[config.mk]
export PLATFORM = sky130hd
export DESIGN_NAME = tension_integrator
export DESIGN_NICKNAME = d
export VERILOG_FILES = /design/src/hw/muscle_fix_pkg.sv /design/src/hw/muscle_io_pkg.sv /design/src/hw/tension_integrator.sv
export SDC_FILE = /design/constraint.sdc
export NUM_CORES = 2
export LEC_CHECK = 0
export ABC_AREA = 1
export BUFFER_PORTS_ARGS = -buffer_cell sky130_fd_sc_hd__buf_2
export CORE_AREA = 2 2 311 313
export CTS_BUF_LIST = sky130_fd_sc_hd__clkbuf_16
export DETAILED_ROUTE_END_ITERATION = 10
export DIE_AREA = 0 0 313 315
export GPL_ROUTABILITY_DRIVEN = 0
export PLACE_DENSITY = 0.42
export SYNTH_ARGS = -nofsm -noshare
export SYNTH_HDL_FRONTEND = slang
export SYNTH_SLANG_ARGS = --single-unit
[constraint.sdc]
create_clock -name clk -period 28.5 [get_ports clk]
set_clock_uncertainty 0.1 [all_clocks]
set_input_delay 2.85 -clock clk [delete_from_list [all_inputs] [get_ports clk]]
set_output_delay 2.85 -clock clk [all_outputs]
set_load 0.02 [all_outputs]
[src/hw/muscle_fix_pkg.sv]
`default_nettype none

package muscle_fix_pkg;

    ////////////////////
    // number formats
    ////////////////////

    // signed q16.16 for lengths, velocities, activations and forces
    typedef logic signed [31:0] fix_t;
    // spike count collected over one time step
    typedef logic [15:0] spike_cnt_t;

    localparam int FRAC_BITS = 16;
    // integration step of 1/1024 s
    localparam int DT_SHIFT = 10;

    ////////////////////
    // model coefficients
    ////////////////////

    // second order activation filter, truncated toward zero
    localparam fix_t COEF_B1 = 32'sd143196;
    localparam fix_t COEF_B2 = -32'sd142606;
    localparam fix_t COEF_A1 = -32'sd127270;
    localparam fix_t COEF_A2 = 32'sd61800;

    // force-length region bounds and quadratic factors
    localparam fix_t W_LO    = 32'sd32768;
    localparam fix_t W_ONE   = 32'sd65536;
    localparam fix_t W_TWO   = 32'sd131072;
    localparam fix_t W_THREE = 32'sd196608;
    localparam fix_t W_FOUR  = 32'sd262144;
    localparam fix_t W_EIGHT = 32'sd524288;

    // tension derivative terms
    localparam fix_t REST_LEN  = 32'sd65536;
    localparam fix_t K_PASSIVE = 32'sd13369344;
    localparam fix_t K_VISCOUS = 32'sd8912896;
    localparam fix_t K_DECAY   = 32'sd276561;
    localparam fix_t K_ACTIVE  = 32'sd178257;

    // full 64 bit product, floor shift by the fraction width, low 32 bits kept
    function automatic fix_t fix_mul(input fix_t a, input fix_t b);
        logic signed [63:0] prod;
        logic signed [63:0] scaled;
        prod   = a * b;
        scaled = prod >>> FRAC_BITS;
        return fix_t'(scaled[31:0]);
    endfunction

endpackage

`default_nettype wire

[src/hw/muscle_io_pkg.sv]
`default_nettype none

package muscle_io_pkg;

    ////////////////////
    // stage samples
    ////////////////////

    // one time step as it arrives from outside
    typedef struct packed {
        muscle_fix_pkg::spike_cnt_t spike_cnt;
        muscle_fix_pkg::fix_t       pos;
        muscle_fix_pkg::fix_t       vel;
    } muscle_in_t;

    // filter output with the kinematics of the same step
    typedef struct packed {
        muscle_fix_pkg::fix_t h;
        muscle_fix_pkg::fix_t pos;
        muscle_fix_pkg::fix_t vel;
    } activation_t;

    // activation already scaled by the force-length weight
    typedef struct packed {
        muscle_fix_pkg::fix_t a_state;
        muscle_fix_pkg::fix_t pos;
        muscle_fix_pkg::fix_t vel;
    } active_state_t;

    // result handed to the outside
    typedef struct packed {
        muscle_fix_pkg::fix_t tension;
        muscle_fix_pkg::fix_t a_state;
    } force_out_t;

endpackage

`default_nettype wire

[src/hw/tension_integrator.sv]
`timescale 1ns/10ps
`default_nettype none

// tension derivative and forward euler integration
// dT = 204*(x - x0)+ + 136*v - 4.22*T + 2.72*A
// T holds between steps, the only state of this stage besides the output
module tension_integrator (
    input  wire                               clk,
    input  wire                               reset,
    input  wire                               as_valid_i,
    input  wire muscle_io_pkg::active_state_t as_i,
    output logic                              valid_o,
    output muscle_io_pkg::force_out_t         force_o
);

    // stored tension, read back from the output register
    muscle_fix_pkg::fix_t tension_q;

    // length beyond rest
    muscle_fix_pkg::fix_t stretch;
    // the four derivative terms
    muscle_fix_pkg::fix_t f_passive;
    muscle_fix_pkg::fix_t f_viscous;
    muscle_fix_pkg::fix_t f_decay;
    muscle_fix_pkg::fix_t f_active;
    // derivative and its scaled step
    muscle_fix_pkg::fix_t d_tension;
    muscle_fix_pkg::fix_t d_step;
    // tension after this step
    muscle_fix_pkg::fix_t tension_next;

    assign tension_q = force_o.tension;

    ////////////////////
    // derivative
    ////////////////////

    assign stretch = as_i.pos - muscle_fix_pkg::REST_LEN;

    // slack muscle carries no passive force
    assign f_passive = stretch[31] ? '0 :
                       muscle_fix_pkg::fix_mul(muscle_fix_pkg::K_PASSIVE, stretch);

    // damping on lengthening velocity
    assign f_viscous = muscle_fix_pkg::fix_mul(muscle_fix_pkg::K_VISCOUS, as_i.vel);

    // relaxation toward zero
    assign f_decay = muscle_fix_pkg::fix_mul(muscle_fix_pkg::K_DECAY, tension_q);

    // drive from the active state
    assign f_active = muscle_fix_pkg::fix_mul(muscle_fix_pkg::K_ACTIVE, as_i.a_state);

    assign d_tension = f_passive + f_viscous - f_decay + f_active;

    ////////////////////
    // integration
    ////////////////////

    // multiply by dt as an arithmetic shift, rounds toward minus infinity
    assign d_step = d_tension >>> muscle_fix_pkg::DT_SHIFT;

    assign tension_next = tension_q + d_step;

    always_ff @(posedge clk or posedge reset) begin
        if (reset) begin
            force_o <= '0;
            valid_o <= 1'b0;
        end else begin
            valid_o <= as_valid_i;
            if (as_valid_i) begin
                // accumulator and result share one register
                force_o.tension <= tension_next;
                force_o.a_state <= as_i.a_state;
            end
        end
    end

endmodule

`default_nettype wire

==> key figures <==
Floorplan
  – DIE AREA: 98600 sq um
  – IO Count: 164
  – Std cell rows: 114
  – Die H: 315 um
  – Initial Util: 0.306
  – Core Area: 95700 sq um
  – Die Wd: 313 um

Clocking
  – Hold_buf cts: 0
  – TritonCTS clock tree: done
  – TritonCTS Buffers: 9
  – Post-cts resize count: 0
  – Post-CTS Setup Repair Bufs: 0
  – Worst-Skew Late Latency: 0.39 ns
  – Max clock buf depth: 2
  – Clock-pin slew on the worst setup and hold paths: 0.08 ns
  – H-tree depth: 3
  – Clock Tree Root: clkbuf_16
  – Clock sink count: 65

Synth
  – Ys Warns: 0
  – Top cells by area, synth: fa_1 (30%), ha_1 (27%), inv_1 (12%)
  – Xor and xnor fraction of the mapped netlist area: 0.0445
  – Largest family of logic cells by synthesized area: adder cells
  – Synth cell count leaders: inv_1 (950), ha_1 (623), nand2_1 (473), fa_1 (445), a21oi_1 (231)
  – Unique masters post-synth: 54
  – Top-count cell post-synth: inv_1
  – Post-Syn Instances: 3531
  – Synth async-reset ratio: 1.00
  – EDFF count, synth: 0
  – Post-synthesis cell type with the largest combined area: fa_1
  – Synthesized area per cell: 8.30 sq um
  – Syn Nets: 4698
  – Area share of fa/ha/maj cells after synthesis: 0.570
  – Simple-gate share of the synthesized area: 0.113
  – Post-synth top area share: 0.304
  – Cell Area, Synth: 29300 sq um
  – Sequential share of the synthesized area: 0.0555
  – Ys flop type: dfrtp_1
  – Complex-gate fraction of the synthesized area: 0.0931
  – Mux share of post-synthesis cell area: 0
  – Seq cells post-synth: 65

Timing
  – Maximum clock rate: 0.0764 GHz
  – Slew @ Worst Pin: 0.971 ns
  – Final Hold Fails: 0
  – Rel. slew slack: 0.353
  – RSZ-0062 raised after global routing: false
  – Max Transition Viols Final: 0
  – Final setup violation count: 0
  – Min Hold Slack: 0.366 ns
  – Min cycle time layout: 13.10 ns
  – Final worst path period share: 0.460
  – Setup_tns: 0 ns

Critical path
  – R2R Setup Slk: 16.18 ns
  – Setup crit end kind: register
  – Cell count of the worst reg-to-reg path: 50
  – Critical path depth: 48
  – Slowest cell delay on critical path: 0.59 ns
  – CP top delay family: adder cells
  – Critical Path Fanout Max: 12
  – Critical Path Source Type: input port
  – Kind of critical path: in2reg
  – CP Data Required Time: 28.68 ns
  – Critical path's slowest cell: fa_1
  – Worst path buffer plus inverter count: 11
  – Critical path arrival: 13.28 ns

Finish
  – Final #Nets: 4864
  – Sequential cell area: 1630 sq um
  – Fillcell total: 10271
  – Area used by multi-input combinational logic: 24000 sq um
  – Share of cells above drive strength 1: 0.0630
  – Fin area: 32000 sq um
  – ANT cells: 0
  – Synth-to-layout area growth: 9.22%

Flow run
  – Max cap viols: 0

Drt
  – Vias per cell: 4.49
  – DR vias: 22369
  – Antenna Nets Post-Route: 0
  – Starting DRC count in detailed routing: 951
  – 1st-pass router iterations: 5
  – Drt drc: 0
  – Routed WL per cell: 17.4 um
  – WL final: 86800 um

Placement
  – DP Area: 31700 sq um
  – Detail Placement HPWL: 77700 um
  – PortBufs: 160

Global route
  – GRT Util Overall: 0.183
  – Vias in the first global route: 23694
  – Largest net degree at the start of global routing: 66
  – Initial antenna violation count: 2
  – Gr ovfl total: 0
  – Global-route wire length before repair: 138000 um

Worst hold path
  – Tightest Hold Check Type: reg2reg
  – Hold Crit Depth: 2

Outcome
  – Status: complete, no violations
==> worst register-to-register path, delay by kind of cell (launching register included) <==
family | cells | cell delay, ns
AO/OA/AOI/OAI | 8 | 2.13
XOR/XNOR | 1 | 0.52
adder cells (fa/ha/maj) | 12 | 5.24
buffers and inverters | 12 | 1.31
flip-flops | 1 | 0.67
AND/OR/NAND/NOR | 17 | 2.29
==> metal layers <==
| layer | vias to the layer above | track usage | share of wire |
|---|---|---|---|
| li1 | 11388 | - | - |
| met1 | 10701 | 0.256 | 0.49 |
| met2 | 241 | 0.316 | 0.48 |
| met3 | 35 | 0.0158 | 0.024 |
| met4 | 4 | 0.0204 | 0.0077 |
| met5 | - | 0 | 0.00031 |
==> registers in the layout, summed over array words and instances (netlist names) <==
signal,cells
valid_o,1
force_o,32
tension_q,32
==> cell families after synthesis <==
| logic type | after synthesis |
|---|---|
| AND/OR/NAND/NOR | 783 |
| AO/OA/AOI/OAI | 493 |
| XOR/XNOR | 149 |
| adder cells (fa/ha/maj) | 1068 |
| flip-flops | 65 |
| buffers and inverters | 973 |
==> cell type report <==
cell class                      instances  share of cell area
Clock buffer                            9             0.00703
Sequential cell                        65              0.0508
Tap cell                             1276              0.0499
Clock inverter                          6             0.00164
Timing Repair Buffer                  172              0.0278
Inverter                              956               0.112
Multi-Input combinational cell       2493               0.751
==> cells in the final DEF, fill, tap and decap left out, types with 77 or more instances in the layout <==
master / instances
inv_1: 951
ha_1: 623
nand2_1: 473
fa_1: 445
a21oi_1: 231
buf_2: 160
o21ai_0: 144
nor2_1: 139
xor2_1: 86
nand3_1: 77
==> stage by stage <==
stage          setup slack (ns)   util  instances
6_report                  15.40  0.335       4977
5_1_grt                   14.56  0.335       4977
3_3_place_gp              14.91  0.332       4962
2_1_floorplan             17.16      -       3531
4_1_cts                   15.37  0.335       4977
3_5_place_dp              14.97  0.332       4962
==> final timing paths <==
kind                               start       endpoint
max reg2reg                tension_q[12]  tension_q[31]
max                             as_i[79]  tension_q[31]
min in group asynchronous          reset        valid_o
min reg2reg                  force_o[10]    force_o[10]
min                          force_o[10]    force_o[10]
max in group asynchronous          reset   tension_q[3]
Power is not shown: default switching activity piles up to over one toggle a cycle in this logic, so the estimate is an artifact.
