`config.mk`:
```
export PLATFORM = sky130hd
export DESIGN_NAME = activation_filter
export DESIGN_NICKNAME = d
export VERILOG_FILES = /design/src/hw/muscle_fix_pkg.sv /design/src/hw/muscle_io_pkg.sv /design/src/hw/activation_filter.sv
export SDC_FILE = /design/constraint.sdc
export NUM_CORES = 2
export LEC_CHECK = 0
export ABC_AREA = 1
export BUFFER_PORTS_ARGS = -buffer_cell sky130_fd_sc_hd__buf_2
export CORE_MARGIN = 10
export CORE_UTILIZATION = 55
export DETAILED_ROUTE_END_ITERATION = 10
export GPL_TIMING_DRIVEN = 0
export MAX_ROUTING_LAYER = met4
export PLACE_DENSITY = 0.73
export SLEW_MARGIN = 10
export SYNTH_ARGS = -nofsm -noshare
export SYNTH_HDL_FRONTEND = slang
export SYNTH_SLANG_ARGS = --single-unit
```
`constraint.sdc`:
```
create_clock -name clk -period 9.7 [get_ports clk]
set_input_delay 0.485 -clock clk [delete_from_list [all_inputs] [get_ports clk]]
set_output_delay 0.485 -clock clk [all_outputs]
set_load 0.02 [all_outputs]
```
`src/hw/muscle_fix_pkg.sv`:
```
`default_nettype none

package muscle_fix_pkg;

    ////////////////////
    // number formats
    ////////////////////

    // signed q16.16 for lengths, velocities, activations and forces
    typedef logic signed [31:0] fix_t;
    // spike count collected over one time step
    typedef logic [15:0] spike_cnt_t;

    localparam int FRAC_BITS = 16;
    // integration step of 1/1024 s
    localparam int DT_SHIFT = 10;

    ////////////////////
    // model coefficients
    ////////////////////

    // second order activation filter, truncated toward zero
    localparam fix_t COEF_B1 = 32'sd143196;
    localparam fix_t COEF_B2 = -32'sd142606;
    localparam fix_t COEF_A1 = -32'sd127270;
    localparam fix_t COEF_A2 = 32'sd61800;

    // force-length region bounds and quadratic factors
    localparam fix_t W_LO    = 32'sd32768;
    localparam fix_t W_ONE   = 32'sd65536;
    localparam fix_t W_TWO   = 32'sd131072;
    localparam fix_t W_THREE = 32'sd196608;
    localparam fix_t W_FOUR  = 32'sd262144;
    localparam fix_t W_EIGHT = 32'sd524288;

    // tension derivative terms
    localparam fix_t REST_LEN  = 32'sd65536;
    localparam fix_t K_PASSIVE = 32'sd13369344;
    localparam fix_t K_VISCOUS = 32'sd8912896;
    localparam fix_t K_DECAY   = 32'sd276561;
    localparam fix_t K_ACTIVE  = 32'sd178257;

    // full 64 bit product, floor shift by the fraction width, low 32 bits kept
    function automatic fix_t fix_mul(input fix_t a, input fix_t b);
        logic signed [63:0] prod;
        logic signed [63:0] scaled;
        prod   = a * b;
        scaled = prod >>> FRAC_BITS;
        return fix_t'(scaled[31:0]);
    endfunction

endpackage

`default_nettype wire

```
`src/hw/muscle_io_pkg.sv`:
```
`default_nettype none

package muscle_io_pkg;

    ////////////////////
    // stage samples
    ////////////////////

    // one time step as it arrives from outside
    typedef struct packed {
        muscle_fix_pkg::spike_cnt_t spike_cnt;
        muscle_fix_pkg::fix_t       pos;
        muscle_fix_pkg::fix_t       vel;
    } muscle_in_t;

    // filter output with the kinematics of the same step
    typedef struct packed {
        muscle_fix_pkg::fix_t h;
        muscle_fix_pkg::fix_t pos;
        muscle_fix_pkg::fix_t vel;
    } activation_t;

    // activation already scaled by the force-length weight
    typedef struct packed {
        muscle_fix_pkg::fix_t a_state;
        muscle_fix_pkg::fix_t pos;
        muscle_fix_pkg::fix_t vel;
    } active_state_t;

    // result handed to the outside
    typedef struct packed {
        muscle_fix_pkg::fix_t tension;
        muscle_fix_pkg::fix_t a_state;
    } force_out_t;

endpackage

`default_nettype wire

```
`src/hw/activation_filter.sv`:
```
`timescale 1ns/10ps
`default_nettype none

// spike count to activation h
// h = b1*x1 + b2*x2 - a1*y1 - a2*y2
// the current sample only enters the history, so h lags the input by one step
module activation_filter (
    input  wire                             clk,
    input  wire                             reset,
    input  wire                             step_i,
    input  wire muscle_io_pkg::muscle_in_t  in_i,
    output logic                            valid_o,
    output muscle_io_pkg::activation_t      act_o
);

    ////////////////////
    // history registers
    ////////////////////

    // previous two converted spike counts
    muscle_fix_pkg::fix_t x1_q;
    muscle_fix_pkg::fix_t x2_q;
    // previous two filter outputs
    muscle_fix_pkg::fix_t y1_q;
    muscle_fix_pkg::fix_t y2_q;

    // spike count in q16.16
    muscle_fix_pkg::fix_t x_cur;
    // individual products
    muscle_fix_pkg::fix_t t_b1;
    muscle_fix_pkg::fix_t t_b2;
    muscle_fix_pkg::fix_t t_a1;
    muscle_fix_pkg::fix_t t_a2;
    // new activation
    muscle_fix_pkg::fix_t h_next;

    ////////////////////
    // difference equation
    ////////////////////

    // integer count moved up into the integer half of the word
    assign x_cur = muscle_fix_pkg::fix_t'({in_i.spike_cnt, {muscle_fix_pkg::FRAC_BITS{1'b0}}});

    // four multipliers, one per tap
    assign t_b1 = muscle_fix_pkg::fix_mul(muscle_fix_pkg::COEF_B1, x1_q);
    assign t_b2 = muscle_fix_pkg::fix_mul(muscle_fix_pkg::COEF_B2, x2_q);
    assign t_a1 = muscle_fix_pkg::fix_mul(muscle_fix_pkg::COEF_A1, y1_q);
    assign t_a2 = muscle_fix_pkg::fix_mul(muscle_fix_pkg::COEF_A2, y2_q);

    // feedback taps subtract, sums wrap at 32 bits
    assign h_next = t_b1 + t_b2 - t_a1 - t_a2;

    ////////////////////
    // step update
    ////////////////////

    always_ff @(posedge clk or posedge reset) begin
        if (reset) begin
            x1_q    <= '0;
            x2_q    <= '0;
            y1_q    <= '0;
            y2_q    <= '0;
            act_o   <= '0;
            valid_o <= 1'b0;
        end else begin
            // one cycle pulse per accepted step
            valid_o <= step_i;
            if (step_i) begin
                // shift input history
                x1_q <= x_cur;
                x2_q <= x1_q;
                // shift output history
                y1_q <= h_next;
                y2_q <= y1_q;
                // result travels with the kinematics of this sample
                act_o.h   <= h_next;
                act_o.pos <= in_i.pos;
                act_o.vel <= in_i.vel;
            end
        end
    end

endmodule

`default_nettype wire

```
==> results.cfg <==
[grt]
grt_max_degree = 96
grt_usage_pct = 26.94
overflow = 0
grt_pass1_vias = 30190
grt_pass1_wl_um = 164800
antenna_found_initial = 0

[critical_path]
cp_num_cells = 35
critPathSlowestCell = dfrtp_1
path_max_fanout = 21
path_buf_inv = 7
required_ns = 10.04
critical-path-top-delay-family = adder cells
r2r_cells = 35
r2r-start = act_o[95]
slowest_delay_ns = 1.11
r2r_slack_ns = 0.56
worst-setup-path-type = flop to flop
cp-startpoint = act_o[95]
critical_path_arrival_ns = 9.48
cp-start-kind = flop
endpoint_kind = flop

[detailed_routing]
top_layer_used = met4
via_per_inst = 5.232
drtIter0Drc = 1798
routed-via-count = 28450
wl_met1_um = 45120
wl_met3_um = 6597
drt-wirelength-per-cell_um = 18.83
drcViolationCount = 0
routed_wl_um = 102400
drt-pass1-iter-count = 5
drtAntennaViolNets = 0
wl_met2_um = 47530

[sta]
tightestPinTransition_ns = 1.170
rsz0062_at_grt = no
maxSlewHeadroom_pct = 21.99
hold_ws_ns = 0.1239
fmax_mhz = 109.5
fin_setup_tns_ns = 0
fin_skew_ns = 0.01619
fin_crit_sh_pct = 94.18
hold_viol = 0
setup_viol = 0
min_period_ns = 9.136
drv_slew = 0

[finish]
nets = 5893
n_antenna_cell = 0
drive_gt1_share_pct = 6.656
fin_cells = 5438
final_util_pct = 59.53
area_growth_pct = 7.115

[clocking]
cts_tree = done
numCtsBuffers = 17
clk_pin_slew_ns = 0.08
clock_tree.root_cell = clkbuf_16
h-tree-depth = 4
clock-sinks = 161
insertion_delay_ns = 0.50
hold_buffers = 0
max-clock-path-buffers = 2

[floorplanning]
chipWidth_um = 283.7
die_area_um2 = 80490
initial_core_util_pct = 55.58
die_h_um = 283.7
coreArea_um2 = 68830
ios = 180
core.rowCount = 96

[synth]
synth_top_area_share_pct = 35.75
ys.flop_type = dfrtp_1
yosysSeqAreaShare_pct = 10.53
synthCells = 4295
synth.ff_latch_count = 161
synth_top_area_cell = fa_1
ys_warn_count = 0
netlist_area_um2 = 38250
synth-edff-count = 0
synth_nets = 5694
synthTopCellsByArea = fa_1, ha_1, inv_1, dfrtp_1, nand2_1
yosysUniqueCellTypes = 51
syn_avg_cell_area_um2 = 8.906
ys_async_sr_fraction_pct = 100.0

[place]
hpwlAfterDp_um = 91180
portBuffers = 179
place.gp.congestion = 0.9664
dp_cells = 5406

[worst_hold_path]
hold_class = primary input to async pin

[job]
max-cap-violations = 0

[outcome]
status = finished, final reports clean
==> Yosys cell counts (4+ instances only) <==
cell type  instances
o21ai_1            7
xnor2_1           61
o22ai_1            4
clkbuf_1          30
o21ai_0          144
xor2_1            89
ha_1             633
nand4_1           14
a21oi_1          174
fa_1             683
a21boi_1           4
a21o_1            17
o21ai_2            9
nor3_1            26
or2_2             22
nor4_1             5
inv_1           1210
o21bai_1          14
nand2_2           14
dfrtp_1          161
nand3_2            7
nand3_1           72
nor2_2             5
o221ai_1           9
a31oi_1           22
nor2_1           137
buf_1              4
inv_2              8
o21a_1            14
nand2_1          652
a221oi_1           5
a21oi_2            5
==> sequential cells by signal (all words and copies together), names as in the netlist <==
signal   count
act_o       96
y2_q        32
x1_q        16
x2_q        16
valid_o      1
==> path summary, 6_finish.rpt <==
kind / endpoint
hold reg to reg: act_o[11]
setup / recovery: act_o[93]
min in group clk: act_o[9]
hold / removal: act_o[31]
setup reg to reg: act_o[93]
max in group asynchronous: act_o[76]
==> layer usage <==
layer  vias to the layer above  track usage, %
li1                      13430               -
met1                     14030           35.44
met2                       873           42.65
met3                       125           4.346
met4                         0           7.820
met5                         -               -
==> cell type report <==
type	count	area (um2)
plain buffers	35	138.9
clock buffers	17	425.4
clock inverters	15	185.2
fillers	6101	27850
inverters	1218	4579
multi-input cells	2881	29530
flip-flops and latches	161	4029
well taps	931	1165
repair buffers	180	923.4
==> timing repair <==
action / in CTS / in global routing
setup endpoints to repair: 0 / 7
resized for setup: 0 / 2
setup buffers: 0 / 0
==> cell families after synthesis <==
kind of cell / synth area share, %
adder cells (fa/ha/maj): 56.45
buffers and inverters: 12.32
AND/OR/NAND/NOR: 10.45
AO/OA/AOI/OAI: 6.810
flip-flops: 10.53
XOR/XNOR: 3.435
==> layout by cell type, fill, tap and decap left out, types with 4 or more instances in the layout <==
cell and n:
nor4_1 4, buf_1 4, nor3_1 26, inv_1 1209, dfrtp_1 161, a21oi_2 5
buf_2 179, nand3_1 72, fa_1 683, a21boi_1 4, a31oi_1 22, inv_8 5
nand3_2 7, o22ai_1 4, o21ai_2 9, o21a_1 14, nand4_1 14, nand2_2 14
o21ai_0 144, a21oi_1 174, a21o_1 17, nor2_1 137, o21ai_1 7, or2_2 22
xnor2_1 61, clkinv_8 6, clkbuf_16 17, o221ai_1 9, ha_1 633, inv_2 8
o21bai_1 14, nand2_1 652, nor2_2 5, a221oi_1 5, clkbuf_1 30, xor2_1 89
==> worst reg2reg max path: cells and delay by family, from the launching register on <==
kind | cells | cell delay, ns
compound gates | 3 | 0.58
simple gates | 14 | 1.73
xor+xnor | 1 | 0.40
fa+ha+maj | 10 | 4.64
flops | 1 | 1.11
buf+inv | 7 | 0.52
==> per-stage QoR <==
step / instance area (um2) / setup slack, ns
after global placement: 40310 / 0.2776
after floorplan: 38250 / 2.118
final: 40970 / 0.5645
after CTS: 40960 / 0.2746
after detailed placement: 40350 / 0.3288
after global routing: 40970 / 0.07301
Power is left out: the tool's default activity adds up to more than one toggle a clock period on the data nets, which glitch-free logic cannot reach.
